### config.mk
export PLATFORM = sky130hd
export DESIGN_NAME = conv_top
export DESIGN_NICKNAME = d
export VERILOG_FILES = /design/src/conv_pkg.sv /design/src/conv_ctrl.sv /design/src/conv_pos_counter.sv /design/src/conv_addr_gen.sv /design/src/conv_window.sv /design/src/conv_mac.sv /design/src/conv_top.sv
export SDC_FILE = /design/constraint.sdc
export NUM_CORES = 2
export LEC_CHECK = 0
export BUFFER_PORTS_ARGS = -buffer_cell sky130_fd_sc_hd__buf_4
export CORE_MARGIN = 10
export CORE_UTILIZATION = 65
export DETAILED_ROUTE_END_ITERATION = 8
export PLACE_DENSITY_LB_ADDON = 0.2
export SETUP_SLACK_MARGIN = 0.4
export SKIP_CTS_REPAIR_TIMING = 1
export SYNTH_ARGS = -nofsm -noshare
export SYNTH_HDL_FRONTEND = slang
export SYNTH_SLANG_ARGS = --single-unit
### constraint.sdc
create_clock -name clk -period 12.12 [get_ports clk]
set_input_delay 0.606 -clock clk [delete_from_list [all_inputs] [get_ports clk]]
set_output_delay 0.606 -clock clk [all_outputs]
set_load 0.005 [all_outputs]
### src/conv_pkg.sv
`default_nettype none

package conv_pkg;

    typedef logic [19:0] addr_t;
    typedef logic [7:0]  pix_t;
    typedef logic [9:0]  dim_t;
    typedef logic [3:0]  tap_t;
    typedef logic [19:0] acc_t;

    localparam int TAPS = 9;

    typedef struct packed {
        addr_t weight_base;
        addr_t bias_base;
        addr_t data_base;
        addr_t result_base;
        dim_t  rownum;
        dim_t  columnnum;
        dim_t  filternum;
    } conv_cfg_t;

    typedef struct packed {
        logic  en;
        logic  we;
        addr_t addr;
        pix_t  wdata;
    } mem_req_t;

    // Destination of returning read data, NONE marks an empty slot
    typedef enum logic [1:0] {
        RD_NONE,
        RD_WEIGHT,
        RD_BIAS,
        RD_DATA
    } rd_kind_e;

    typedef struct packed {
        rd_kind_e kind;
        tap_t     tap;
        logic     pad;
        logic     last;
    } rd_tag_t;

    typedef enum logic [1:0] {
        PH_WEIGHT,
        PH_BIAS,
        PH_DATA,
        PH_STORE
    } phase_e;

    typedef enum logic [2:0] {
        S_IDLE,
        S_LOAD_WEIGHTS,
        S_LOAD_BIAS,
        S_LOAD_WINDOW,
        S_DRAIN,
        S_COMPUTE,
        S_STORE,
        S_NEXT
    } ctrl_state_e;

endpackage

`default_nettype wire

### src/conv_ctrl.sv
`timescale 1ns/1ns
`default_nettype none

module conv_ctrl
    import conv_pkg::*;
(
    input  logic   clk,
    input  logic   rst,
    input  logic   start,
    input  logic   tap_last,
    input  logic   col_last,
    input  logic   pix_last,
    input  logic   filter_last,
    input  logic   load_done,
    output phase_e phase,
    output logic   issue,
    output logic   mark_last,
    output logic   adv_tap,
    output logic   adv_pixel,
    output logic   adv_filter,
    output logic   clr_tap,
    output logic   compute,
    output logic   conv_finish
);

    ctrl_state_e state;
    ctrl_state_e state_next;
    logic        win_load;
    logic        img_end;

    // Last column of the last row
    assign img_end = col_last && pix_last;

    always_comb
    begin
        state_next = state;
        phase      = PH_WEIGHT;
        issue      = 1'b0;
        mark_last  = 1'b0;
        adv_tap    = 1'b0;
        adv_pixel  = 1'b0;
        adv_filter = 1'b0;
        clr_tap    = 1'b0;
        compute    = 1'b0;
        case (state)
            S_IDLE:
            begin
                if (start)
                begin
                    clr_tap    = 1'b1;
                    state_next = S_LOAD_WEIGHTS;
                end
            end
            S_LOAD_WEIGHTS:
            begin
                issue   = 1'b1;
                phase   = PH_WEIGHT;
                adv_tap = 1'b1;
                if (tap_last)
                    state_next = S_LOAD_BIAS;
            end
            S_LOAD_BIAS:
            begin
                issue      = 1'b1;
                phase      = PH_BIAS;
                mark_last  = 1'b1;
                state_next = S_DRAIN;
            end
            S_LOAD_WINDOW:
            begin
                issue     = 1'b1;
                phase     = PH_DATA;
                adv_tap   = 1'b1;
                mark_last = tap_last;
                if (tap_last)
                    state_next = S_DRAIN;
            end
            S_DRAIN:
            begin
                if (load_done)
                    state_next = win_load ? S_COMPUTE : S_LOAD_WINDOW;
            end
            S_COMPUTE:
            begin
                compute    = 1'b1;
                state_next = S_STORE;
            end
            S_STORE:
            begin
                issue      = 1'b1;
                phase      = PH_STORE;
                state_next = S_NEXT;
            end
            S_NEXT:
            begin
                // Write is on the bus this cycle, counters move on
                adv_pixel = 1'b1;
                if (img_end)
                begin
                    adv_filter = 1'b1;
                    state_next = filter_last ? S_IDLE : S_LOAD_WEIGHTS;
                end
                else
                begin
                    state_next = S_LOAD_WINDOW;
                end
            end
            default:
            begin
                state_next = S_IDLE;
            end
        endcase
    end

    always_ff @(posedge clk)
    begin
        if (rst)
        begin
            state       <= S_IDLE;
            win_load    <= 1'b0;
            conv_finish <= 1'b0;
        end
        else
        begin
            state       <= state_next;
            conv_finish <= (state == S_NEXT) && img_end && filter_last;
            if (state == S_LOAD_BIAS)
                win_load <= 1'b0;
            else if (state == S_LOAD_WINDOW)
                win_load <= 1'b1;
        end
    end

endmodule

`default_nettype wire

### src/conv_pos_counter.sv
`timescale 1ns/1ns
`default_nettype none

module conv_pos_counter
    import conv_pkg::*;
(
    input  logic clk,
    input  logic rst,
    input  logic adv_tap,
    input  logic clr_tap,
    input  logic adv_pixel,
    input  logic adv_filter,
    input  dim_t cfg_rows,
    input  dim_t cfg_cols,
    input  dim_t cfg_filters,
    output tap_t tap,
    output dim_t row,
    output dim_t column,
    output dim_t filter,
    output logic tap_last,
    output logic col_last,
    output logic pix_last,
    output logic filter_last
);

    assign tap_last    = (tap == tap_t'(TAPS - 1));
    assign col_last    = (column == cfg_cols - dim_t'(1));
    // Last pixel row of the image
    assign pix_last    = (row == cfg_rows - dim_t'(1));
    assign filter_last = (filter == cfg_filters - dim_t'(1));

    always_ff @(posedge clk)
    begin
        if (rst)
        begin
            tap    <= '0;
            column <= '0;
            row    <= '0;
            filter <= '0;
        end
        else
        begin
            if (clr_tap)
                tap <= '0;
            else if (adv_tap)
                tap <= tap_last ? tap_t'(0) : tap + tap_t'(1);

            if (adv_pixel)
            begin
                column <= col_last ? dim_t'(0) : column + dim_t'(1);
                if (col_last)
                    row <= pix_last ? dim_t'(0) : row + dim_t'(1);
            end

            if (adv_filter)
                filter <= filter_last ? dim_t'(0) : filter + dim_t'(1);
        end
    end

endmodule

`default_nettype wire

### src/conv_addr_gen.sv
`timescale 1ns/1ns
`default_nettype none

module conv_addr_gen
    import conv_pkg::*;
(
    input  logic      clk,
    input  logic      rst,
    input  conv_cfg_t cfg,
    input  phase_e    phase,
    input  logic      issue,
    input  logic      mark_last,
    input  tap_t      tap,
    input  dim_t      row,
    input  dim_t      column,
    input  dim_t      filter,
    input  pix_t      result,
    output mem_req_t  mem_req,
    output rd_tag_t   tag
);

    logic [11:0]        tap_row;
    logic [11:0]        tap_col;
    logic signed [11:0] win_row;
    logic signed [11:0] win_col;
    logic               pad;
    addr_t              addr_d;
    rd_kind_e           kind_d;

    logic     en_q;
    logic     we_q;
    addr_t    addr_q;
    pix_t     wdata_q;
    rd_kind_e kind_q;
    tap_t     tap_q;
    logic     pad_q;
    logic     last_q;

    // Window is centred, tap 0 sits at row-1, column-1
    assign tap_row = 12'(tap / 4'd3);
    assign tap_col = 12'(tap % 4'd3);
    assign win_row = $signed(12'(row) + tap_row - 12'd1);
    assign win_col = $signed(12'(column) + tap_col - 12'd1);

    assign pad = (win_row < 0) || (win_row >= $signed(12'(cfg.rownum)))
              || (win_col < 0) || (win_col >= $signed(12'(cfg.columnnum)));

    always_comb
    begin
        case (phase)
            PH_WEIGHT:
            begin
                addr_d = cfg.weight_base + addr_t'(filter) * addr_t'(TAPS) + addr_t'(tap);
                kind_d = RD_WEIGHT;
            end
            PH_BIAS:
            begin
                addr_d = cfg.bias_base + addr_t'(filter);
                kind_d = RD_BIAS;
            end
            PH_DATA:
            begin
                addr_d = cfg.data_base
                       + addr_t'(dim_t'(win_row)) * addr_t'(cfg.columnnum)
                       + addr_t'(dim_t'(win_col));
                kind_d = RD_DATA;
            end
            default:
            begin
                addr_d = cfg.result_base
                       + addr_t'(filter) * addr_t'(cfg.rownum) * addr_t'(cfg.columnnum)
                       + addr_t'(row) * addr_t'(cfg.columnnum)
                       + addr_t'(column);
                kind_d = RD_NONE;
            end
        endcase
    end

    always_ff @(posedge clk)
    begin
        if (rst)
        begin
            en_q   <= 1'b0;
            we_q   <= 1'b0;
            kind_q <= RD_NONE;
        end
        else
        begin
            // Padded taps skip the RAM but keep their tag
            en_q   <= issue && !(phase == PH_DATA && pad);
            we_q   <= issue && (phase == PH_STORE);
            kind_q <= issue ? kind_d : RD_NONE;
        end
    end

    always_ff @(posedge clk)
    begin
        addr_q  <= addr_d;
        wdata_q <= result;
        tap_q   <= tap;
        pad_q   <= (phase == PH_DATA) && pad;
        last_q  <= mark_last;
    end

    assign mem_req = '{en: en_q, we: we_q, addr: addr_q, wdata: wdata_q};
    assign tag     = '{kind: kind_q, tap: tap_q, pad: pad_q, last: last_q};

endmodule

`default_nettype wire

### src/conv_window.sv
`timescale 1ns/1ns
`default_nettype none

module conv_window
    import conv_pkg::*;
#(
    parameter int RD_LATENCY = 2
)
(
    input  logic              clk,
    input  logic              rst,
    input  rd_tag_t           tag,
    input  pix_t              mem_rdata,
    output pix_t [TAPS-1:0]   taps,
    output pix_t [TAPS-1:0]   weights,
    output pix_t              bias,
    output logic              load_done
);

    ////////////////////////////////////////////////////////////////////////////
    // Tag pipeline, one slot per cycle of read latency
    ////////////////////////////////////////////////////////////////////////////

    rd_tag_t pipe [RD_LATENCY];
    rd_tag_t tag_out;
    pix_t    din;

    always_ff @(posedge clk)
    begin
        if (rst)
        begin
            for (int i = 0; i < RD_LATENCY; i++)
                pipe[i] <= '{kind: RD_NONE, tap: '0, pad: 1'b0, last: 1'b0};
        end
        else
        begin
            pipe[0] <= tag;
            for (int i = 1; i < RD_LATENCY; i++)
                pipe[i] <= pipe[i-1];
        end
    end

    assign tag_out   = pipe[RD_LATENCY-1];
    assign load_done = (tag_out.kind != RD_NONE) && tag_out.last;

    ////////////////////////////////////////////////////////////////////////////
    // Operand registers
    ////////////////////////////////////////////////////////////////////////////

    // Border taps read as zero
    assign din = tag_out.pad ? pix_t'(0) : mem_rdata;

    always_ff @(posedge clk)
    begin
        case (tag_out.kind)
            RD_WEIGHT: weights[tag_out.tap] <= din;
            RD_BIAS:   bias <= din;
            RD_DATA:   taps[tag_out.tap] <= din;
            default:
            begin
            end
        endcase
    end

endmodule

`default_nettype wire

### src/conv_mac.sv
`timescale 1ns/1ns
`default_nettype none

module conv_mac
    import conv_pkg::*;
#(
    parameter int OUT_SHIFT = 4
)
(
    input  logic            clk,
    input  logic            rst,
    input  logic            compute,
    input  pix_t [TAPS-1:0] taps,
    input  pix_t [TAPS-1:0] weights,
    input  pix_t            bias,
    output pix_t            result
);

    acc_t sum;
    acc_t shifted;
    pix_t sat;

    always_comb
    begin
        sum = acc_t'($signed(bias));
        for (int i = 0; i < TAPS; i++)
            sum = sum + acc_t'($signed(taps[i]) * $signed(weights[i]));
        // ReLU then scale down
        shifted = sum[$bits(acc_t)-1] ? acc_t'(0) : (sum >> OUT_SHIFT);
        sat = (shifted > acc_t'(127)) ? pix_t'(127) : pix_t'(shifted);
    end

    always_ff @(posedge clk)
    begin
        if (rst)
            result <= '0;
        else if (compute)
            result <= sat;
    end

endmodule

`default_nettype wire

### src/conv_top.sv
`timescale 1ns/1ns
`default_nettype none

module conv_top
    import conv_pkg::*;
#(
    parameter int RD_LATENCY = 2,
    parameter int OUT_SHIFT  = 4
)
(
    input  logic      clk,
    input  logic      rst,
    input  logic      start,
    input  conv_cfg_t cfg,
    input  pix_t      mem_rdata,
    output mem_req_t  mem_req,
    output logic      conv_finish
);

    conv_cfg_t       cfg_q;
    phase_e          phase;
    logic            issue;
    logic            mark_last;
    logic            adv_tap;
    logic            adv_pixel;
    logic            adv_filter;
    logic            clr_tap;
    logic            compute;
    logic            tap_last;
    logic            col_last;
    logic            pix_last;
    logic            filter_last;
    logic            load_done;
    tap_t            tap;
    dim_t            row;
    dim_t            column;
    dim_t            filter;
    rd_tag_t         tag;
    pix_t [TAPS-1:0] taps;
    pix_t [TAPS-1:0] weights;
    pix_t            bias;
    pix_t            result;

    // Config taken when the FSM accepts start
    always_ff @(posedge clk)
    begin
        if (clr_tap)
            cfg_q <= cfg;
    end

    conv_ctrl u_ctrl (
        .clk         (clk),
        .rst         (rst),
        .start       (start),
        .tap_last    (tap_last),
        .col_last    (col_last),
        .pix_last    (pix_last),
        .filter_last (filter_last),
        .load_done   (load_done),
        .phase       (phase),
        .issue       (issue),
        .mark_last   (mark_last),
        .adv_tap     (adv_tap),
        .adv_pixel   (adv_pixel),
        .adv_filter  (adv_filter),
        .clr_tap     (clr_tap),
        .compute     (compute),
        .conv_finish (conv_finish)
    );

    conv_pos_counter u_pos (
        .clk         (clk),
        .rst         (rst),
        .adv_tap     (adv_tap),
        .clr_tap     (clr_tap),
        .adv_pixel   (adv_pixel),
        .adv_filter  (adv_filter),
        .cfg_rows    (cfg_q.rownum),
        .cfg_cols    (cfg_q.columnnum),
        .cfg_filters (cfg_q.filternum),
        .tap         (tap),
        .row         (row),
        .column      (column),
        .filter      (filter),
        .tap_last    (tap_last),
        .col_last    (col_last),
        .pix_last    (pix_last),
        .filter_last (filter_last)
    );

    conv_addr_gen u_addr (
        .clk       (clk),
        .rst       (rst),
        .cfg       (cfg_q),
        .phase     (phase),
        .issue     (issue),
        .mark_last (mark_last),
        .tap       (tap),
        .row       (row),
        .column    (column),
        .filter    (filter),
        .result    (result),
        .mem_req   (mem_req),
        .tag       (tag)
    );

    conv_window #(
        .RD_LATENCY (RD_LATENCY)
    ) u_window (
        .clk       (clk),
        .rst       (rst),
        .tag       (tag),
        .mem_rdata (mem_rdata),
        .taps      (taps),
        .weights   (weights),
        .bias      (bias),
        .load_done (load_done)
    );

    conv_mac #(
        .OUT_SHIFT (OUT_SHIFT)
    ) u_mac (
        .clk     (clk),
        .rst     (rst),
        .compute (compute),
        .taps    (taps),
        .weights (weights),
        .bias    (bias),
        .result  (result)
    );

endmodule

`default_nettype wire

# After elaboration in Yosys (flattened, before gate mapping)
# Memories as Yosys holds them, arrays and structs flattened.
# Index checks and enable logic that the tools add are counted.
[op_classes]
order_cmp = 7
addsub = 28
eq_ne = 21
muxes = 36
div = 2
reduce_logical = 22
shifts = 0
n_mul = 14
n_bitwise = 3
[ops]
columns = ["cell", "n"]
rows = [
  ["adder 20 bit", 12],
  ["bitwise mux 72 bit", 2],
  ["multiplier 8 x 8 -> 16 bit", 9],
  ["adder 20 x 10 -> 20 bit", 3],
  ["multiplier 10 x 10 -> 20 bit", 3],
  ["one-hot mux 20 bit (3 select lines)", 1],
  ["two-way mux 8 bit", 5],
  ["demux 8 bit (select 4 bit)", 1],
  ["adder 10 x 1 -> 10 bit (second input constant)", 3],
  ["== test 10 bit", 3],
  ["two-way mux 10 bit", 3],
  ["subtractor 10 x 1 -> 10 bit (second input constant)", 3],
  ["adder 10 x 12 -> 12 bit", 2],
  ["greater-or-equal comparator 12 x 11 -> 1 bit", 2],
  ["less-than comparator 12 x 1 -> 1 bit (second input constant)", 2],
  ["one-hot mux 3 bit (8 select lines)", 1],
  ["subtractor 12 x 1 -> 12 bit (second input constant)", 2],
  ["adder 20 x 14 -> 20 bit", 1],
  ["adder 20 x 4 -> 20 bit", 1],
  ["> comparator 20 x 7 -> 1 bit (second input constant)", 1],
  ["multiplier 20 x 10 -> 20 bit", 1],
  ["two-way mux 3 bit", 6],
  ["two-way mux 15 bit", 1],
  ["multiplier 10 x 4 -> 14 bit (second input constant)", 1],
  ["29 further kinds", 64],
]
[word_totals]
memories = 1
rom_bits = 0
regBits = 347
ram_bits = 16
word_cells = 176
latch_bits = 0
[memory_table]
columns = ["memory", "words", "word_bits", "rd", "rd_ports_with_merged_regs", "wr", "line_no", "source"]
rows = [
  ["u_window.pipe", 2, 8, 2, 0, 2, "conv_window.sv:24", "rd_tag_t pipe [RD_LATENCY];"],
]

# Depth between registers and ports, before layout
[depth]
ltp_word = 13
mapped_depth = 44
depth_no_buf = 42

# Hierarchy
# A second synthesis with hierarchy kept.
[hier_totals]
hier_cells = 5929
area_unflattened_um2 = 58548.7
[modules_own_cells]
columns = ["mod", "cells_each", "area_per_inst_um2", "seq_area_each_um2", "n_inst"]
rows = [
  ["conv_mac", 2849, 26454.1, 160.2, 1],
  ["conv_addr_gen", 2382, 20518.4, 760.7, 1],
  ["conv_window", 224, 5226.3, 4884.7, 1],
  ["conv_top", 110, 3303.2, 3303.2, 1],
  ["conv_pos_counter", 322, 2685.1, 680.7, 1],
  ["conv_ctrl", 42, 361.6, 100.1, 1],
]

# Worst setup path after synthesis
# OpenSTA, ideal clock, no wires.
[synth_timing]
path_type = "reg-to-reg"
start = "register u_pos.filter[3]"
end = "register u_addr.addr_q[19]"
arrival_ns = 10.822
stages_incl_launch_ff = 38
slack_ns = 1.218
setup_ns = 0.079
path_buffers = 2
cell_sequence = "dfxtp_1 > clkbuf_1 > inv_1 > clkbuf_1 > nor2_1 > fa_1 > fa_1 > fa_1 > inv_1 > fa_1 > inv_1 > fa_1 > ha_1 > or4_1 > o21ai_0 > a21oi_1 > xnor2_1 > nand2_1 > [... 2 more ...] > fa_1 > inv_1 > fa_1 > fa_1 > fa_1 > inv_1 > fa_1 > fa_1 > ha_1 > and2_1 > o21ai_0 > o21a_1 > a21oi_1 > a211oi_1 > o21bai_1 > a21oi_1 > xnor3_1 > a22oi_1"
[synth_between]
elab_chain_len = 6
word_cells_on_any_way = 10
cone_classes = "6 x add/sub; 3 x mul; 1 x mux"
[synth_rtl]
columns = ["element", "line_no", "source"]
rows = [
  ["from (decl)", "conv_pos_counter.sv:19", "output dim_t filter,"],
  ["from (signal assigned)", "conv_pos_counter.sv:56", "filter <= filter_last ? dim_t'(0) : filter + dim_t'(1);"],
  ["multiplier 10 x 10 -> 20 bit", "conv_addr_gen.sv:71", "+ addr_t'(filter) * addr_t'(cfg.rownum) * addr_t'(cfg.columnnum)"],
  ["multiplier 20 x 10 -> 20 bit", "conv_addr_gen.sv:71", ""],
  ["adder 20 bit", "conv_addr_gen.sv:71", ""],
  ["adder 20 bit", "conv_addr_gen.sv:72", "+ addr_t'(row) * addr_t'(cfg.columnnum)"],
  ["adder 20 x 10 -> 20 bit", "conv_addr_gen.sv:73", "+ addr_t'(column);"],
  ["one-hot mux 20 bit (3 select lines) (*)", "conv_addr_gen.sv:50", "case (phase)"],
  ["named net u_addr.addr_d[19]", "conv_addr_gen.sv:27", "addr_t addr_d;"],
  ["to (signal assigned)", "conv_addr_gen.sv:98", "addr_q <= addr_d;"],
  ["to (decl)", "conv_addr_gen.sv:32", "addr_t addr_q;"],
]
# Mark *: on every way through the listed nets, which the timed path passes. The rest lies on a longest branch.
# A chain may end at the register's enable or synchronous reset.

# Final worst setup path
[layout_timing]
start = "register cfg_q[27] (netlist bit)"
end = "register u_addr.addr_q[19]"
[layout_between]
elab_chain_len = 6
[layout_rtl]
columns = ["element", "line_no", "source"]
rows = [
  ["from (decl)", "conv_top.sv:20", "conv_cfg_t cfg_q;"],
  ["from (signal assigned)", "conv_top.sv:48", "cfg_q <= cfg;"],
  ["multiplier 10 x 10 -> 20 bit", "conv_addr_gen.sv:71", ""],
  ["multiplier 20 x 10 -> 20 bit", "conv_addr_gen.sv:71", ""],
  ["adder 20 bit", "conv_addr_gen.sv:71", ""],
  ["adder 20 bit", "conv_addr_gen.sv:72", ""],
  ["adder 20 x 10 -> 20 bit", "conv_addr_gen.sv:73", ""],
  ["one-hot mux 20 bit (3 select lines)", "conv_addr_gen.sv:50", ""],
  ["named net u_addr.addr_d[19]", "conv_addr_gen.sv:27", ""],
]
# The timed path passes the listed nets, and every way through them passes these cells.

==> impl_metrics.yaml <==
synthesis:
  synth_top_area_cell: "fa_1"
  synthArstFlopShare_pct: 0
  synth_nets: 7573
  synth_ff_type: "edfxtp_1"
  synth_cells: 5850
  ys_ff_latch: 363
  netlist-cell-type-count: 80
  yosysMostFrequentCell: "inv_1"
  yosys_warnings: 0
  synth_top_area_share_pct: 35.68
  syn_area_per_cell_um2: 9.783
  synth_edf_count: 262
  netlist_area_um2: 57230
  ys_top_cells_by_count: "inv_1, fa_1, ha_1"
  synth-seq-area-share_pct: 17.28
  synthTopCellsByArea: "fa_1, edfxtp_1, ha_1"
outcome:
  status: "finished, final reports clean"
power:
  p_per_area_nw_per_um2: 181.5
  p_leak_nw: 29.75
  ir_drop_uv: 1078
setup_path:
  worst-path-max-fanout: 6
  startpoint: "cfg_q[27]"
  rrSetupSlack_ns: 0.91
  crit_top_cell: "fa_1"
  start_kind: "flip-flop"
  critPathArrivalTime_ns: 11.77
  crit_path_top_delay_cell: "fa_1"
  worst_setup_path_end_kind: "flip-flop"
  r2r_end: "u_addr.addr_q[19]"
  r2r-start: "cfg_q[27]"
  path_class: "flip-flop to flip-flop"
  r2r_cells: 36
  required_ns: 12.68
  max_stage_delay_ns: 0.55
clock_tree:
  cts.sinks: 363
  path_clk_slew_ns: 0.06
  numCtsBuffers: 44
  clk_latency_ns: 0.65
  cts_tree: "done"
  root_buffer: "clkbuf_16"
  ctsLongestPathBuffers: 3
  htreeDepth: 2
grt:
  grt_pass1_wl_um: 230600
  grt-ovfl-total: 0
  grt_max_degree: 67
  grt_use_met1_pct: 34.90
  globalRouteMet3Util_pct: 3.486
  grt_usage_pct: 29.64
  grt.busiest_layer: "met2"
  grt_pass1_vias: 42880
  grt_util_met2_pct: 51.47
  antenna_found_initial: 0
detailed_routing:
  drtAntennaViolNets: 0
  drt_iter0_drc: 2634
  routed_wl_um: 141400
  drc: 0
  dr.pass1.iters: 6
  vias_per_cell: 5.496
  via_count: 39580
  routedWlPerCell_um: 19.64
die:
  coreArea_um2: 87020
  rows: 108
  ios: 152
  die_h_um: 316.7
  die_w_um: 316.7
  die_area_um2: 100300
  start_util_pct: 65.77
hold_path:
  worstHoldEndpoint: "cfg_q[24]"
  hold_class: "input pin to flip-flop"
  hold_path_startpoint: "cfg[24]"
  whs_path_depth: 1
cells_and_area:
  fin_nets: 7734
  area_delta_synth_final_pct: 7.536
  stdcell_count: 7202
  layout-drive-gt1-share_pct: 5.755
  diodes: 0
job:
  maxCapViolations: 0
placement:
  dp.cells: 7094
  port_buffers: 151
  hpwl_um: 115600
  gp_congestion: 0.9513
timing:
  rsz0062_at_grt: "no"
  period_share_pct: 92.52
  hold_viol: 0
  setup_tns_ns: 0
  worst_pin_slew_ns: 1.122
  min_period_ns: 11.21
  setup_viol: 0
  skew_ns: 0.06016
  fmax_mhz: 89.18
  relSlewSlack_pct: 24.65
  slew_violations: 0
## layout make-up
class / count / area [um^2]
sequential: 363 / 9891
timing repair buffer: 224 / 1682
fill: 6708 / 25480
tap: 1155 / 1445
clock buffer: 56 / 1190
clock inverter: 26 / 317.8
multi-input combinational: 3978 / 41760
inverter: 1400 / 5263
## cells by family after synthesis
family                   count (synthesis)  share of synthesized area [%]
flip-flops                             363                          17.28
XOR/XNOR                               322                          5.050
AO/OA/AOI/OAI                          496                          5.466
AND/OR/NAND/NOR                       1542                          13.56
multiplexers                            15                         0.2689
adder cells (fa/ha/maj)               1603                          48.42
buffers and inverters                 1509                          9.954
## flip-flops by register name, summed over array words and instances, names as in the netlist, 2 cells and up
| signal | cells |
|---|---|
| cfg_q | 110 |
| u_addr.wdata_q | 8 |
| u_window.bias | 8 |
| u_pos.tap | 4 |
| u_mac.result | 8 |
| u_ctrl.state | 3 |
| u_window.taps | 72 |
| u_window.weights | 72 |
| u_addr.kind_q | 2 |
| u_window.pipe | 16 |
| u_addr.addr_q | 20 |
| u_pos.filter | 10 |
| u_pos.column | 10 |
| u_addr.tap_q | 4 |
| u_pos.row | 10 |
## where the power goes
group,leakage [nW],switching (mW),internal (mW)
Combinational,25.8,4.61,3.50
Sequential,3.23,0.135,1.54
Clock,0.726,0.608,0.780
Total,29.8,5.35,5.82
## placed cells by master (no fill, tap or decap), drive strengths merged, types with 44 or more instances in the layout
cell type  instances
fa              1020
clkbuf            56
nor2             254
xor2              77
a21o              51
a21oi            180
nand2b            70
dfxtp            101
edfxtp           262
inv             1403
buf              224
o21ai             93
xnor2            240
nand3             44
and2             489
ha               582
nand2            493
nor2b             59
## stage by stage
step / worst slack [ns] / utilization, % / hold slack (ns) / instance area, um^2 / power (mW)
final: 0.9064 / 70.72 / 0.1427 / 61550 / 11.17
after global routing: 0.3908 / 70.72 / 0.1302 / 61550 / 12.42
after CTS: 0.5864 / 70.42 / 0.1105 / 61290 / 11.19
after detailed placement: 0.6147 / 68.69 / 0.3451 / 59780 / 9.710
after global placement: 0.8401 / 68.69 / 0.3413 / 59780 / 9.537
after floorplan: 1.218 / - / 0.3230 / 57230 / 8.027
## layer usage
metal	vias to the layer above	wire, um	share of wire [%]
met1	19790	52270	37
met2	1236	71410	50
met3	358	7030	5.0
li1	18200	-	-
met5	-	0	0
met4	0	10710	7.6
## worst max-delay path by stage
stage	depth (start not counted)	slack, ns	to
2_1_floorplan	37	1.22	u_addr.addr_q[19]
3_3_place_gp	36	0.84	u_addr.addr_q[19]
3_5_place_dp	36	0.61	u_addr.addr_q[19]
4_1_cts	36	0.59	u_addr.addr_q[19]
5_1_grt	36	0.39	u_addr.addr_q[19]
6_report	36	0.91	u_addr.addr_q[19]
## worst max-delay path, delay by kind of cell, from the launching register on
kind	cells	cell delay [ns]
adder cells (fa/ha/maj)	13	6.08
AND/OR/NAND/NOR	4	0.94
XOR/XNOR	10	2.43
buffers and inverters	5	0.40
AO/OA/AOI/OAI	4	0.79
flip-flops	1	0.49
Note: power is estimated with default switching activity, not from simulation.
